===== src/design/cache_cfg_pkg.sv =====
package cache_cfg_pkg;

   // Word geometry
   localparam int DATA_W = 32;
   localparam int NBYTES = DATA_W / 8;

   // Word address split into tag, index and offset
   localparam int ADDR_W     = 10;
   localparam int OFFSET_W   = 2;
   localparam int LINE_WORDS = 1 << OFFSET_W;
   localparam int INDEX_W    = 4;
   localparam int NLINES     = 1 << INDEX_W;
   localparam int TAG_W      = ADDR_W - INDEX_W - OFFSET_W;

   // Backing memory covers the whole word address space
   localparam int RAM_DEPTH = 1 << ADDR_W;

   typedef logic [DATA_W-1:0] word_t;

   // Overlay on a word address
   typedef struct packed {
      logic [TAG_W-1:0]    tag;
      logic [INDEX_W-1:0]  index;
      logic [OFFSET_W-1:0] offset;
   } addr_fields_t;

endpackage


===== src/design/cache_tag_store.sv =====
`timescale 1ns/1ps

module cache_tag_store (
   input  logic                              clk_i,
   input  logic                              rst_n_i,
   input  logic                              lookup_en_i,
   input  logic [cache_cfg_pkg::INDEX_W-1:0] lookup_idx_i,
   input  logic                              fill_en_i,
   input  logic [cache_cfg_pkg::INDEX_W-1:0] fill_idx_i,
   input  logic [cache_cfg_pkg::TAG_W-1:0]   fill_tag_i,
   input  logic                              invalidate_i,
   output logic [cache_cfg_pkg::TAG_W-1:0]   tag_o,
   output logic                              valid_o
);

   logic [cache_cfg_pkg::TAG_W-1:0]  tags [cache_cfg_pkg::NLINES];
   logic [cache_cfg_pkg::NLINES-1:0] valid;

   // Tag array
   always_ff @(posedge clk_i) begin
      if (fill_en_i) begin
         tags[fill_idx_i] <= fill_tag_i;
      end
   end

   // Invalidate wins over a fill in the same cycle
   always_ff @(posedge clk_i) begin
      if (!rst_n_i) begin
         valid <= '0;
      end else if (invalidate_i) begin
         valid <= '0;
      end else if (fill_en_i) begin
         valid[fill_idx_i] <= 1'b1;
      end
   end

   // Registered lookup, result seen one cycle after accept
   always_ff @(posedge clk_i) begin
      if (lookup_en_i) begin
         tag_o <= tags[lookup_idx_i];
      end
   end

   always_ff @(posedge clk_i) begin
      if (!rst_n_i) begin
         valid_o <= 1'b0;
      end else if (lookup_en_i) begin
         valid_o <= valid[lookup_idx_i];
      end
   end

endmodule


===== config.mk =====
export PLATFORM = sky130hd
export DESIGN_NAME = cache_tag_store
export DESIGN_NICKNAME = d
export VERILOG_FILES = /design/src/design/cache_cfg_pkg.sv /design/src/design/cache_tag_store.sv
export SDC_FILE = /design/constraint.sdc
export NUM_CORES = 1
export LEC_CHECK = 0
export BUFFER_PORTS_ARGS = -buffer_cell sky130_fd_sc_hd__buf_2
export CORE_ASPECT_RATIO = 1.4
export CORE_MARGIN = 5
export CORE_UTILIZATION = 39
export CTS_CLUSTER_DIAMETER = 80
export DETAILED_ROUTE_END_ITERATION = 6
export PLACE_DENSITY = 0.61
export SLEW_MARGIN = 20
export SYNTH_ARGS = -nofsm -noshare
export SYNTH_HDL_FRONTEND = slang
export SYNTH_SLANG_ARGS = --single-unit

===== constraint.sdc =====
create_clock -name clk_i -period 2.05 [get_ports clk_i]
set_input_delay 0.41 -clock clk_i [delete_from_list [all_inputs] [get_ports clk_i]]
set_output_delay 0.41 -clock clk_i [all_outputs]
set_load 0.03 [all_outputs]

==> flow_metrics.tcl <==
set metrics [dict create \
    fin_nets 226 \
    portBuffers 21 \
    synth_area_leaders "edfxtp_1 62%, dfxtp_1 10%, mux4_2 9.5%" \
    cts.clk_slew.worst_paths_ns 0.06 \
    critical_path_class "input port to flop" \
    worstPathCellList "buf_2 > mux4_2 > mux4_2" \
    coreArea_um2 8247 \
    cts_resized 0 \
    leakagePower_nw 1.362 \
    cap_violations 0 \
    setup_slack_ns 0.1614 \
    cts_root_buf "clkbuf_16" \
    vias 1653 \
    drive_gt1_frac 0.3084 \
    finalClockSkew_ns 0.006018 \
    post-place-ws_ns -0.2126 \
    drtAntennaViolNets 0 \
    gp_congestion 0.7580 \
    p_comb_frac 0.055 \
    synth-seq-area-share 0.7198 \
    max_slew.worst_pin.slew_ns 1.050 \
    period_share 0.9213 \
    drc 0 \
    cts_num_sinks 85 \
    pwr-share-seq 0.509 \
    synthXorXnorAreaFrac 0 \
    avgViaCountPerCell 5.231 \
    fmax_ghz 0.5295 \
    syn_inst 170 \
    hp-class "input port to flop" \
    h-tree-depth 3 \
    pin_count 22 \
    cp.arrival_ns 1.95 \
    synth_area_um2 3309 \
    wl_per_cell_um 20.68 \
    num_rows 39 \
    synth.avg_cell_area_um2 19.47 \
    ir_drop_v 0.0006029 \
    dr.pass1.iters 4 \
    ys_ff_latch 85 \
    grt_max_degree 20 \
    synthAdderAreaFrac 0 \
    postCtsSetupRepairBufs 0 \
    slowest_stage "mux4_2" \
    clockBufferDepth 2 \
    place_area_um2 3610 \
    synth_top_cell_by_area "edfxtp_1" \
    final_max_slew_viol_count 0 \
    wl_um 6536 \
    slowest_delay_ns 0.63 \
    synthSimpleGateAreaFrac 0.04423 \
    p_sw_frac 0.1919 \
    overflow 0 \
    pwr-share-clk 0.436 \
    grt_antenna_before_repair 0 \
    worst_skew_pair.late_latency_ns 0.33 \
    fin_cells 316 \
    switching_power_w 0.0007195 \
    grt_pass1_vias 1759 \
    final_area_um2 3921 \
    relSlewSlack 0.2985 \
    n_antenna_cell 0 \
    worst_setup_path_end_kind "flop" \
    drt_iter0_markers 139 \
    status "complete, no violations" \
    cts_tree "built" \
    numCtsBuffers 9 \
    syn_nets 187 \
    setup-violations-final 0 \
    placedCellCount 300 \
    areaGrowthSynthToFinish_pct 18.49 \
    grt_pass1_wl_um 9977 \
    fin_crit_ns 1.889 \
    yosys.area.top_type_share 0.6170 \
    rsz0062_at_grt "false" \
    crit_fanout 17 \
    grtUsageTotal 0.1371 \
    die_w_um 87.86 \
    start_util 0.4013 \
    hold_violations 0 \
    die_y_um 119.0 \
    synth_mux_area_frac 0.1709 \
    yosysWarnings 0 \
    synth_compound_gate_area_share 0.04650 \
    crit_top_cell "mux4_2" \
    required_ns 2.12 \
    dieArea_um2 10450 \
    fillers 675 \
    power.density_nw_per_um2 956.2 \
    start_kind "input port" \
    p_int_w 0.003030 \
    hold_buffers 0 \
    dp_hpwl_um 4490 \
    synth_top_family_by_area "multiplexers" \
    synth_cell_types 22 \
]
cell usage after synthesis:
cell type and count:
nand3b_1 3, mux2i_1 4, clkbuf_1 3, nor3_1 4
or3b_2 1, nand2_1 2, buf_12 1, nand2b_1 2
nand3_1 2, nor2b_1 2, nor2_1 14, dfxtp_1 17
mux4_1 8, inv_1 1, o211ai_1 1, edfxtp_1 68
a221oi_1 2, o21a_1 16, buf_2 3, buf_6 1
a32oi_1 1, mux4_2 14
per-stage QoR:
step | power [W] | hold WS, ns | utilization | setup TNS [ns]
2_1_floorplan | 0.002070 | 0.4354 | - | 0
3_3_place_gp | 0.002150 | 0.4435 | 0.4377 | -0.6648
3_5_place_dp | 0.002155 | 0.4525 | 0.4377 | -0.7503
4_1_cts | 0.003787 | 0.4214 | 0.4755 | 0
5_1_grt | 0.003880 | 0.4334 | 0.4755 | 0
6_report | 0.003749 | 0.4364 | 0.4755 | 0
critical path, delay by kind of cell:
| kind | cells | cell delay (ns) |
|---|---|---|
| buf+inv | 1 | 0.43 |
| mux | 2 | 1.11 |
final timing paths:
path	start	end	slack, ns	cells past startpoint
max reg2reg	tags[3][0]	tag_o[0]	0.43	2
max	lookup_idx_i[0]	tag_o[0]	0.16	3
min reg2reg	valid[14]	valid[14]	0.46	1
min	lookup_en_i	tag_o[3]	0.44	1
cell families (layout without fill, tap and decap cells):
kind of cell,count (synthesis),in the layout
buffers and inverters,9,53
AO/OA/AOI/OAI,20,20
multiplexers,26,26
flip-flops,85,85
AND/OR/NAND/NOR,30,30
per-layer routing:
layer | vias up | GRT usage | routed length (µm)
met1 | 841 | 0.1624 | 2600
met5 | - | 0 | 0
met2 | 32 | 0.2349 | 3633
met4 | 0 | 0.04894 | 91
met3 | 8 | 0.03798 | 211
li1 | 772 | - | -
power groups by stage:
stage               Clock, W  Combinational, W  Sequential (W)
CTS                  0.00167          0.000208         0.00191
finish               0.00164          0.000205         0.00191
floorplan                  0          0.000109         0.00196
global route         0.00175          0.000220         0.00191
detailed placement         0          0.000208         0.00195
global placement           0          0.000204         0.00195
flip-flops by register name, indices dropped and copies added (netlist names):
register / flops
tag_o: 4
tags: 64
valid: 16
valid_o: 1
final cells by class:
| cell class | instances | area, µm² | area share |
|---|---|---|---|
| Sequential cell | 85 | 2382 | 0.6075 |
| Multi-Input combinational cell | 76 | 865.8 | 0.2208 |
| Clock buffer | 13 | 270.3 | 0.06892 |
| Timing Repair Buffer | 36 | 230.2 | 0.05871 |
| Tap cell | 102 | 127.6 | 0.03255 |
| Clock inverter | 3 | 41.29 | 0.01053 |
| Inverter | 1 | 3.754 | 0.0009572 |
layout by cell type, fill, tap and decap left out, drive strengths merged:
cell and n:
a32oi 1, edfxtp 68, a221oi 2, mux2i 4, nand2b 2, nor2 14, nor3 4, nand3b 3
buf 36, nor2b 2, nand2 2, o211ai 1, o21a 16, bufinv 1, clkinv 1, nand3 2
mux4 22, inv 2, dfxtp 17, or3b 1, clkbuf 13
Power figures use the tool's default switching activity.
