[src/design/cache_cfg_pkg.sv]
package cache_cfg_pkg;

   // Word geometry
   localparam int DATA_W = 32;
   localparam int NBYTES = DATA_W / 8;

   // Word address split into tag, index and offset
   localparam int ADDR_W     = 10;
   localparam int OFFSET_W   = 2;
   localparam int LINE_WORDS = 1 << OFFSET_W;
   localparam int INDEX_W    = 4;
   localparam int NLINES     = 1 << INDEX_W;
   localparam int TAG_W      = ADDR_W - INDEX_W - OFFSET_W;

   // Backing memory covers the whole word address space
   localparam int RAM_DEPTH = 1 << ADDR_W;

   typedef logic [DATA_W-1:0] word_t;

   // Overlay on a word address
   typedef struct packed {
      logic [TAG_W-1:0]    tag;
      logic [INDEX_W-1:0]  index;
      logic [OFFSET_W-1:0] offset;
   } addr_fields_t;

endpackage

[src/design/cache_bus_pkg.sv]
package cache_bus_pkg;

   // Front-end native port, read when wstrb is zero
   typedef struct packed {
      logic                             avalid;
      logic [cache_cfg_pkg::ADDR_W-1:0] addr;
      cache_cfg_pkg::word_t             wdata;
      logic [cache_cfg_pkg::NBYTES-1:0] wstrb;
   } fe_req_t;

   typedef struct packed {
      logic                 ready;
      logic                 rvalid;
      cache_cfg_pkg::word_t rdata;
   } fe_rsp_t;

   // Back-end port toward the memory, always ready
   typedef struct packed {
      logic                             avalid;
      logic [cache_cfg_pkg::ADDR_W-1:0] addr;
      cache_cfg_pkg::word_t             wdata;
      logic [cache_cfg_pkg::NBYTES-1:0] wstrb;
   } be_req_t;

   typedef struct packed {
      logic                 rvalid;
      cache_cfg_pkg::word_t rdata;
   } be_rsp_t;

endpackage

[src/design/cache_ctrl.sv]
`timescale 1ns/1ps

module cache_ctrl (
   input  logic                               clk_i,
   input  logic                               rst_n_i,
   input  cache_bus_pkg::fe_req_t             fe_req_i,
   output cache_bus_pkg::fe_rsp_t             fe_rsp_o,
   output logic                               lookup_en_o,
   output logic [cache_cfg_pkg::INDEX_W-1:0]  lookup_idx_o,
   output logic [cache_cfg_pkg::OFFSET_W-1:0] lookup_off_o,
   input  logic [cache_cfg_pkg::TAG_W-1:0]    tag_i,
   input  logic                               valid_i,
   output logic                               tag_fill_en_o,
   output logic [cache_cfg_pkg::TAG_W-1:0]    tag_fill_tag_o,
   input  cache_cfg_pkg::word_t               data_i,
   output logic                               data_wr_en_o,
   output logic [cache_cfg_pkg::INDEX_W-1:0]  data_wr_idx_o,
   output logic [cache_cfg_pkg::OFFSET_W-1:0] data_wr_off_o,
   output cache_cfg_pkg::word_t               data_wr_data_o,
   output logic [cache_cfg_pkg::NBYTES-1:0]   data_wr_strb_o,
   output cache_bus_pkg::be_req_t             be_req_o,
   input  cache_bus_pkg::be_rsp_t             be_rsp_i
);

   typedef enum logic {
      S_IDLE,
      S_REFILL
   } state_t;

   state_t                              state_q;
   cache_bus_pkg::fe_req_t              req_q;
   logic                                req_pending_q;
   cache_cfg_pkg::addr_fields_t         in_addr;
   cache_cfg_pkg::addr_fields_t         req_addr;
   logic                                ready;
   logic                                accept;
   logic                                req_read;
   logic                                hit;
   logic                                read_hit;
   logic                                read_miss;
   logic                                write_now;
   logic [cache_cfg_pkg::OFFSET_W:0]    issue_cnt_q;
   logic [cache_cfg_pkg::OFFSET_W-1:0]  ret_cnt_q;
   logic                                refill_ret;
   logic                                last_ret;
   cache_cfg_pkg::word_t                miss_word_q;
   logic                                miss_rvalid_q;

   assign in_addr  = cache_cfg_pkg::addr_fields_t'(fe_req_i.addr);
   assign req_addr = cache_cfg_pkg::addr_fields_t'(req_q.addr);

   // Hit or miss, one cycle after accept
   assign req_read  = ~|req_q.wstrb;
   assign hit       = valid_i && (tag_i == req_addr.tag);
   assign read_hit  = req_pending_q && req_read && hit;
   assign read_miss = req_pending_q && req_read && !hit;
   assign write_now = req_pending_q && !req_read;

   // Stall the front end as soon as a miss shows up
   assign ready  = (state_q == S_IDLE) && !read_miss;
   assign accept = fe_req_i.avalid && ready;

   assign lookup_en_o  = accept;
   assign lookup_idx_o = in_addr.index;
   assign lookup_off_o = in_addr.offset;

   assign refill_ret = (state_q == S_REFILL) && be_rsp_i.rvalid;
   assign last_ret   = refill_ret &&
                       (ret_cnt_q == cache_cfg_pkg::OFFSET_W'(cache_cfg_pkg::LINE_WORDS - 1));

   always_ff @(posedge clk_i) begin
      if (!rst_n_i) begin
         req_pending_q <= 1'b0;
      end else begin
         req_pending_q <= accept;
      end
   end

   always_ff @(posedge clk_i) begin
      if (accept) begin
         req_q <= fe_req_i;
      end
   end

   // Refill sequencer
   always_ff @(posedge clk_i) begin
      if (!rst_n_i) begin
         state_q       <= S_IDLE;
         issue_cnt_q   <= '0;
         ret_cnt_q     <= '0;
         miss_rvalid_q <= 1'b0;
      end else begin
         miss_rvalid_q <= last_ret;
         case (state_q)
            S_IDLE: begin
               if (read_miss) begin
                  state_q     <= S_REFILL;
                  issue_cnt_q <= '0;
                  ret_cnt_q   <= '0;
               end
            end
            S_REFILL: begin
               if (!issue_cnt_q[cache_cfg_pkg::OFFSET_W]) begin
                  issue_cnt_q <= issue_cnt_q + 1'b1;
               end
               if (refill_ret) begin
                  ret_cnt_q <= ret_cnt_q + 1'b1;
               end
               if (last_ret) begin
                  state_q <= S_IDLE;
               end
            end
            default: state_q <= S_IDLE;
         endcase
      end
   end

   // Requested word kept as it streams past
   always_ff @(posedge clk_i) begin
      if (refill_ret && (ret_cnt_q == req_addr.offset)) begin
         miss_word_q <= be_rsp_i.rdata;
      end
   end

   always_comb begin
      be_req_o = '0;
      if (state_q == S_REFILL) begin
         be_req_o.avalid = !issue_cnt_q[cache_cfg_pkg::OFFSET_W];
         be_req_o.addr   = {req_addr.tag, req_addr.index,
                            issue_cnt_q[cache_cfg_pkg::OFFSET_W-1:0]};
      end else if (write_now) begin
         // Write-through
         be_req_o.avalid = 1'b1;
         be_req_o.addr   = req_q.addr;
         be_req_o.wdata  = req_q.wdata;
         be_req_o.wstrb  = req_q.wstrb;
      end
   end

   always_comb begin
      data_wr_en_o   = 1'b0;
      data_wr_idx_o  = req_addr.index;
      data_wr_off_o  = req_addr.offset;
      data_wr_data_o = req_q.wdata;
      data_wr_strb_o = req_q.wstrb;
      if (refill_ret) begin
         data_wr_en_o   = 1'b1;
         data_wr_off_o  = ret_cnt_q;
         data_wr_data_o = be_rsp_i.rdata;
         data_wr_strb_o = '1;
      end else if (write_now && hit) begin
         data_wr_en_o = 1'b1;
      end
   end

   assign tag_fill_en_o  = last_ret;
   assign tag_fill_tag_o = req_addr.tag;

   always_comb begin
      fe_rsp_o.ready  = ready;
      fe_rsp_o.rvalid = read_hit || miss_rvalid_q;
      fe_rsp_o.rdata  = miss_rvalid_q ? miss_word_q : data_i;
   end

endmodule

[config.mk]
export PLATFORM = sky130hd
export DESIGN_NAME = cache_ctrl
export DESIGN_NICKNAME = d
export VERILOG_FILES = /design/src/design/cache_cfg_pkg.sv /design/src/design/cache_bus_pkg.sv /design/src/design/cache_ctrl.sv
export SDC_FILE = /design/constraint.sdc
export NUM_CORES = 1
export LEC_CHECK = 0
export BUFFER_PORTS_ARGS = -buffer_cell sky130_fd_sc_hd__buf_4
export CORE_MARGIN = 8
export CORE_UTILIZATION = 44
export CTS_BUF_LIST = sky130_fd_sc_hd__clkbuf_4
export DETAILED_ROUTE_END_ITERATION = 12
export PLACE_DENSITY_LB_ADDON = 0.1
export SLEW_MARGIN = 20
export SYNTH_ARGS = -nofsm -noshare
export SYNTH_HDL_FRONTEND = slang
export SYNTH_SLANG_ARGS = --single-unit
[constraint.sdc]
create_clock -name clk_i -period 8.3 [get_ports clk_i]
set_input_delay 1.66 -clock clk_i [delete_from_list [all_inputs] [get_ports clk_i]]
set_output_delay 1.66 -clock clk_i [all_outputs]
set_load 0.05 [all_outputs]
==> out/summary.txt, run 1 <==
CTS Sinks: 86
Die Wd: 112 um
Netlist cell types: 30
ranking of synthesized cells by area: edfxtp_1, mux2_2, and2_1
Synth top area share: 57.3%
most frequent cells in the layout: buf_4, edfxtp_1, mux2_2, and2_1, nand2_1
RSZ-0062 raised after global routing: no
commonest non-fill, non-tap cell in the layout: buf_4
syn avg cell area: 14.4 um^2
fmax: 211 MHz
Yosys reg bits: 86
relative slew slack: 44.3%
Pre-antenna DRT Iters: 4
syn_nets: 405
DRT iter0 DRCs: 130
die height: 112 um
Mapped Cells: 284
Arr. time, crit path: 3.07 ns
setup violators final: 0
nets: 644
Worst setup EP type: output pin
Post-CTS Resized: 0
final core utilization: 67.8%
final worst slack: 3.57 ns
nature of the critical path startpoint: input port
Vias: 3148
Detailed Place HPWL: 10300 um
Synth-to-Final Area Change: 51.1%
wire per inst: 20.3 um
Vias/cell: 4.93
Power Dens Cells: 173 mW/mm^2
GRT Util Overall: 19.7%
IO Pins: 255
first-pass GRT wire length: 19100 um
postcts setup bufs: 0
yosys warns: 0
grt total ovfl: 0
Clock Tree Buf Depth: 2
worst slew pin tran: 0.835 ns
CTS Buf Count: 9
fraction of layout cells with a size suffix above 1: 63.8%
Hold WC Path Type: reg -> reg
wirelength, routed: 13000 um
status: finished clean
Synth area leader: edfxtp_1
CP Class: in -> out
WHS: 0.500 ns
Setup TNS: 0 ns
Crit Path Max Fanout: 32
initial antenna violation count: 0
leakage power: 2.67 nW
Final Hold Fails: 0
Core Footprint: 0.00911 mm^2
DIE AREA: 0.0126 mm^2
fin. max-slew vios: 0
fraction of the yosys area taken by sequential cells: 61.2%
Worst-path clk slew: 0.12 ns
Placed Cells: 623
pin count of the biggest net entering global routing: 47
Non-Filler Instances: 639
final critical path time including I/O delays and setup: 4.73 ns
Post-DRT Antenna Nets: 0
vias in the first global route: 3422
Ant. Diodes: 0
Port Buf Inserts: 254
Setup Slack @ Placement: 3.57 ns
root buffer cell: clkbuf_4
Post-Syn Area: 0.00409 mm^2
Critical Path RT: 6.64 ns
cts hold-fix bufs: 0
Initial Util: 44.9%
Residual DRC: 0
period utilisation layout: 57.0%
worst skew pair latency: 0.41 ns
placer congestion estimate: 0.793
max-cap violation count: 0
Clock Skew: 0.0153 ns
H-tree depth reported by CTS: 3
row cnt: 35
CTS tree: done
Worst VDD drop: 0.127 mV
==> final timing paths <==
check,startpoint,to,slack [ns],depth (start not counted)
max,be_rsp_i[32],data_wr_data_o[9],3.57,4
min,issue_cnt_q[2],issue_cnt_q[2],0.50,2
max reg2reg,req_addr[8],req_q[25],5.88,5
min reg2reg,issue_cnt_q[2],issue_cnt_q[2],0.50,2
==> sequential cells by signal (all words and copies together), names as in the netlist <==
name and count:
ret_cnt_q 2, req_addr 10, req_q 36, miss_rvalid_q 1, req_pending_q 1, issue_cnt_q 3
miss_word_q 32, state_q 1
==> report_power, final <==
part	internal [mW]	switching, mW	leakage (nW)	total (mW)
Sequential	0.489	0.00892	0.802	0.498
Combinational	0.101	0.174	1.77	0.275
Clock	0.158	0.135	0.0961	0.293
Total	0.747	0.319	2.67	1.07
==> cells by family (layout without fill, tap and decap cells) <==
| family | count (synthesis) | after routing | synth area share [%] |
|---|---|---|---|
| DFF | 86 | 86 | 61.2 |
| muxes | 66 | 66 | 18.2 |
| AOI/OAI and AO/OA | 13 | 13 | 2.39 |
| and+or+nand+nor | 82 | 82 | 12.0 |
| adders and majority gates | 2 | 2 | 0.612 |
| buffers and inverters | 29 | 273 | 4.35 |
| xor gates and xnor gates | 6 | 6 | 1.29 |
==> synth_stat cells <==
cell      instances
o22ai_1           4
nor2_1            3
nor2_2            1
clkbuf_1          6
mux2_2           57
edfxtp_1         78
nor2b_1          10
and3_1            2
nor4_4            1
o21ai_0           4
and2_1           39
dfxtp_1           8
buf_4            16
ha_1              2
o21a_1            1
xnor2_1           1
nand3_1           1
nand2_1          13
nand2_2           1
a21oi_1           1
a221oi_4          1
buf_2             7
mux2_1            9
nand2b_1          7
xor2_1            5
nor3b_1           1
o21bai_1          1
nor3_1            2
a31oi_1           1
nor3_2            1
==> stage by stage <==
step	instance area (um^2)	power, mW
2_1_floorplan	4090	0.676
3_3_place_gp	6000	0.782
3_5_place_dp	6000	0.785
4_1_cts	6180	1.07
5_1_grt	6180	1.10
6_report	6180	1.07
==> routing by layer <==
layer | track usage (%) | vias to the layer above | share of wire [%]
met3 | 9.39 | 14 | 11
met5 | 0 | - | 0
li1 | - | 1490 | -
met1 | 19.7 | 1476 | 36
met4 | 6.65 | 0 | 1.5
met2 | 35.0 | 168 | 51
==> layout make-up <==
class	count	area, um^2
Clock buffer	11	82.6
Tap cell	111	139
Fill cell	720	2930
Timing Repair Buffer	257	1930
Multi-Input combinational cell	169	1430
Clock inverter	5	97.6
Sequential cell	86	2500
==> worst max-delay path: stages <==
cell and delay (ns):
buf_4 0.09, and2_2 0.68, mux2_2 0.42, buf_4 0.19
No activity file was read; power rests on OpenSTA's default activity.
==> run 2, diff against run 1 <==
==> constraint.sdc (replaced) <==
create_clock -name clk_i -period 4.6 [get_ports clk_i]
set_input_delay 0.92 -clock clk_i [delete_from_list [all_inputs] [get_ports clk_i]]
set_output_delay 0.92 -clock clk_i [all_outputs]
set_load 0.05 [all_outputs]
==> out/summary.txt, run 2 (synthesized netlist as in run 1, its figures left out) <==
nets: 643
postcts setup bufs: 0
Reg with most FFs: req_q
die height: 112 um
fmax: 282 MHz
GRT Util Overall: 19.8%
Setup TNS: 0 ns
Post-CTS Resized: 0
IO Pins: 255
max-cap violation count: 0
Worst-path clk slew: 0.13 ns
final core utilization: 67.6%
Port Buf Inserts: 254
switching portion of total power: 30.9%
grt total ovfl: 0
initial antenna violation count: 0
Detailed Place HPWL: 10100 um
row cnt: 35
commonest non-fill, non-tap cell in the layout: buf_4
Pre-antenna DRT Iters: 4
CTS Sinks: 86
Clock Tree Buf Depth: 2
wirelength, routed: 12900 um
CTS Buf Count: 9
Initial Util: 44.9%
Die Wd: 112 um
Arr. time, crit path: 2.62 ns
pin count of the biggest net entering global routing: 47
Worst VDD drop: 0.193 mV
Clk pwr share: 25.7%
cts hold-fix bufs: 0
leakage power: 2.65 nW
DIE AREA: 0.0126 mm^2
H-tree depth reported by CTS: 3
Power Dens Cells: 305 mW/mm^2
flop-to-flop setup slack: 2.10 ns
CP Class: reg -> out
Critical Path RT: 3.68 ns
CTS tree: done
Synth-to-Final Area Change: 50.7%
first-pass GRT wire length: 19400 um
Switching Power: 581 uW
Vias/cell: 4.92
Pint: 1.30 mW
most frequent cells in the layout: buf_4, edfxtp_1, mux2_2, and2_1, nand2_1
root buffer cell: clkbuf_4
Vias: 3136
nature of the critical path startpoint: register
Hold WC Path Type: reg -> reg
worst reg2reg path depth: 5
period utilisation layout: 77.0%
Crit Path Max Fanout: 32
wire per inst: 20.2 um
setup violators final: 0
fin. max-slew vios: 0
Critical path origin: state_q
combinational share of power: 26.5%
Clock Skew: 0.0102 ns
placer congestion estimate: 0.802
max reg flops: 36
Worst Hold Launch: issue_cnt_q[2]
status: finished clean
worst slew pin tran: 0.883 ns
relative slew slack: 41.1%
R2R Path Start: req_addr[8]
Post-DRT Antenna Nets: 0
DRT iter0 DRCs: 157
Worst setup EP type: output pin
Residual DRC: 0
worst skew pair latency: 0.41 ns
RSZ-0062 raised after global routing: no
final critical path time including I/O delays and setup: 3.54 ns
Final Hold Fails: 0
Ant. Diodes: 0
sequential share of power: 47.8%
Core Footprint: 0.00911 mm^2
fraction of layout cells with a size suffix above 1: 64.1%
hold path cells: 2
vias in the first global route: 3439
==> run 2: cell count changes in the layout (fill, tap and decap cells not counted) <==
| cell | previous run | this run |
|---|---|---|
| buf_4 | 257 | 256 |
| bufinv_16 | 3 | 2 |
| clkinv_1 | 2 | 0 |
| clkinv_4 | 0 | 1 |
| clkinvlp_4 | 0 | 2 |
| nor2_2 | 1 | 0 |
| nor2_4 | 0 | 1 |
==> run 2: layer usage <==
layer | GRT usage [%] | vias to the layer above | wire [um]
met1 | 21.6 | 1456 | 4940
met3 | 7.62 | 19 | 1250
met2 | 34.2 | 178 | 6470
met5 | 0 | - | 0
met4 | 7.46 | 0 | 259
li1 | - | 1483 | -
==> run 2: power by group through the flow <==
stage          Clock (mW)  Combinational (mW)  Sequential (mW)
4_1_cts             0.497               0.502            0.898
2_1_floorplan           0               0.309            0.910
5_1_grt             0.524               0.518            0.901
3_3_place_gp            0               0.496            0.914
3_5_place_dp            0               0.500            0.916
6_report            0.483               0.497            0.898
==> run 2: critical path: stages (launching register included) <==
cell and delay (ns):
dfxtp_1 0.72, and2_2 0.84, mux2_2 0.42, buf_4 0.19
==> run 2: final timing paths <==
path	end
max reg2reg	req_q[30]
min	issue_cnt_q[2]
min reg2reg	issue_cnt_q[2]
max	data_wr_data_o[9]
==> run 2: cell type report <==
| class | instances | area (um^2) |
|---|---|---|
| Tap cell | 111 | 139 |
| Clock buffer | 11 | 82.6 |
| Timing Repair Buffer | 256 | 1920 |
| Fill cell | 684 | 2950 |
| Clock inverter | 5 | 83.8 |
| Multi-Input combinational cell | 169 | 1430 |
| Sequential cell | 86 | 2500 |
==> run 2: metrics by stage <==
stage,cells,worst slack (ns),instance area (um^2),power [mW],hold slack (ns)
global route,638,0.920,6160,1.94,0.539
global placement,622,1.35,5990,1.41,0.444
detailed placement,622,1.31,5990,1.42,0.457
finish,638,1.06,6160,1.88,0.483
CTS,638,1.02,6160,1.90,0.491
floorplan,284,0.493,4100,1.22,0.428
==> run 3, diff against run 2 <==
--- a/config.mk
+++ b/config.mk
@@ -7,7 +7,7 @@
 export LEC_CHECK = 0
 export BUFFER_PORTS_ARGS = -buffer_cell sky130_fd_sc_hd__buf_4
 export CORE_MARGIN = 8
-export CORE_UTILIZATION = 44
+export CORE_UTILIZATION = 40
 export CTS_BUF_LIST = sky130_fd_sc_hd__clkbuf_4
 export DETAILED_ROUTE_END_ITERATION = 12
 export PLACE_DENSITY_LB_ADDON = 0.1
==> constraint.sdc (replaced) <==
create_clock -name clk_i -period 3 [get_ports clk_i]
set_input_delay 0.6 -clock clk_i [delete_from_list [all_inputs] [get_ports clk_i]]
set_output_delay 0.6 -clock clk_i [all_outputs]
set_load 0.05 [all_outputs]
==> out/summary.txt, run 3 (synthesized netlist as in run 1, its figures left out) <==
Non-Filler Instances: 666
area of the multi-input gates: 0.00144 mm^2
post-route cell area: 0.00620 mm^2
Synth-to-Final Area Change: 51.7%
Crit Path Max Fanout: 36
CP Class: reg -> out
relative slew slack: 43.1%
WHS: 0.354 ns
vias in the first global route: 3331
post-placement cell area: 0.00607 mm^2
Ant. Diodes: 0
worst slew pin tran: 0.853 ns
Post-DRT Antenna Nets: 0
worst reg2reg endpoint: req_q[23]
fin. max-slew vios: 0
pin count of the biggest net entering global routing: 47
final core utilization: 61.2%
wire per inst: 18.8 um
fraction of layout cells with a size suffix above 1: 64.2%
grt total ovfl: 0
Placed Cells: 650
Vias/cell: 4.72
worst reg2reg path depth: 5
Initial Util: 40.3%
Setup TNS: 0 ns
worst skew pair latency: 0.41 ns
Worst VDD drop: 0.230 mV
Critical Path RT: 2.40 ns
GRT Util Overall: 17.6%
CTS tree: done
Critical path origin: req_q[2]
Final Hold Fails: 0
nature of the critical path startpoint: register
Register Area: 0.00250 mm^2
Setup Slack @ Placement: 0.393 ns
fmax: 363 MHz
CTS Sinks: 86
Arr. time, crit path: 2.16 ns
final critical path time including I/O delays and setup: 2.76 ns
H-tree depth reported by CTS: 3
CTS Buf Count: 9
placer congestion estimate: 0.752
Core Footprint: 0.0101 mm^2
most frequent cells in the layout: buf_4, edfxtp_1, mux2_2, and2_1, nand2_1
DIE AREA: 0.0137 mm^2
Worst setup EP type: output pin
max-cap violation count: 0
final worst slack: 0.243 ns
commonest non-fill, non-tap cell in the layout: buf_4
flop-to-flop setup slack: 0.65 ns
R2R Path Start: req_addr[8]
Pre-antenna DRT Iters: 6
wirelength, routed: 12500 um
Die Wd: 117 um
root buffer cell: clkbuf_4
row cnt: 37
Power Dens Cells: 446 mW/mm^2
Detailed Place HPWL: 9920 um
period utilisation layout: 91.9%
die height: 117 um
IO Pins: 255
Worst-path clk slew: 0.14 ns
Vias: 3143
Port Buf Inserts: 254
Residual DRC: 0
fillcell total: 845
cts hold-fix bufs: 0
Pwr Total: 2.77 mW
status: finished clean
first-pass GRT wire length: 18100 um
RSZ-0062 raised after global routing: no
Clock Skew: 0.0116 ns
Hold WC Path Type: in -> reg
setup violators final: 0
leakage power: 2.66 nW
termination of the worst setup path: be_req_o[12]
DRT iter0 DRCs: 91
initial antenna violation count: 0
max reg flops: 36
Reg with most FFs: req_q
Clock Tree Buf Depth: 2
nets: 646
==> run 3: cell count changes in the layout (fill, tap and decap cells not counted), sizes merged <==
cell,change
bufinv,-1
buf,+3
clkinv,+3
clkbuf,-2
==> run 3: critical path, stage by stage (launching register included) <==
cell and delay (ns):
edfxtp_1 0.46, nor4_4 0.38, nand2b_1 0.22, nor2_2 0.04, buf_4 0.24, and2_1 0.21
buf_4 0.19
==> run 3: layer usage <==
metal	GRT usage (%)	wire (um)	part of all wire, %	vias up
li1	-	-	-	1493
met1	19.6	4690	38	1480
met2	30.1	6200	50	157
met3	7.29	1440	11	13
met4	5.80	187	1.5	0
met5	0	0	0	-
==> run 3: how the worst min path moves through the flow <==
| stage | slack (ns) | cells after the start | from | end |
|---|---|---|---|---|
| after global placement | 0.45 | 2 | issue_cnt_q[2] | issue_cnt_q[2] |
| after detailed placement | 0.47 | 2 | issue_cnt_q[2] | issue_cnt_q[2] |
| after CTS | 0.32 | 1 | fe_req_i[42] | req_addr[6] |
| after global routing | 0.31 | 1 | fe_req_i[17] | req_q[17] |
| final | 0.35 | 1 | fe_req_i[6] | req_q[6] |
| after floorplan | 0.43 | 2 | issue_cnt_q[2] | issue_cnt_q[2] |
==> run 3: cell type report <==
class | count | share of cell area (%)
multi-input combinational | 169 | 23.2
sequential | 86 | 40.4
timing repair buffer | 259 | 31.6
clock buffer | 9 | 1.09
tap | 136 | 2.74
clock inverter | 7 | 1.05
==> run 3: timing repair <==
item / in CTS / in global routing
endpoints found under the hold margin: 0 / 0
setup endpoints to repair: 0 / 21
resized for setup: 0 / 1
buffers inserted: 0 / 0
==> run 3: power breakdown <==
part           internal, mW  switching (mW)  total (mW)
Clock                 0.248           0.386       0.634
Sequential             1.35          0.0232        1.38
Combinational         0.279           0.479       0.758
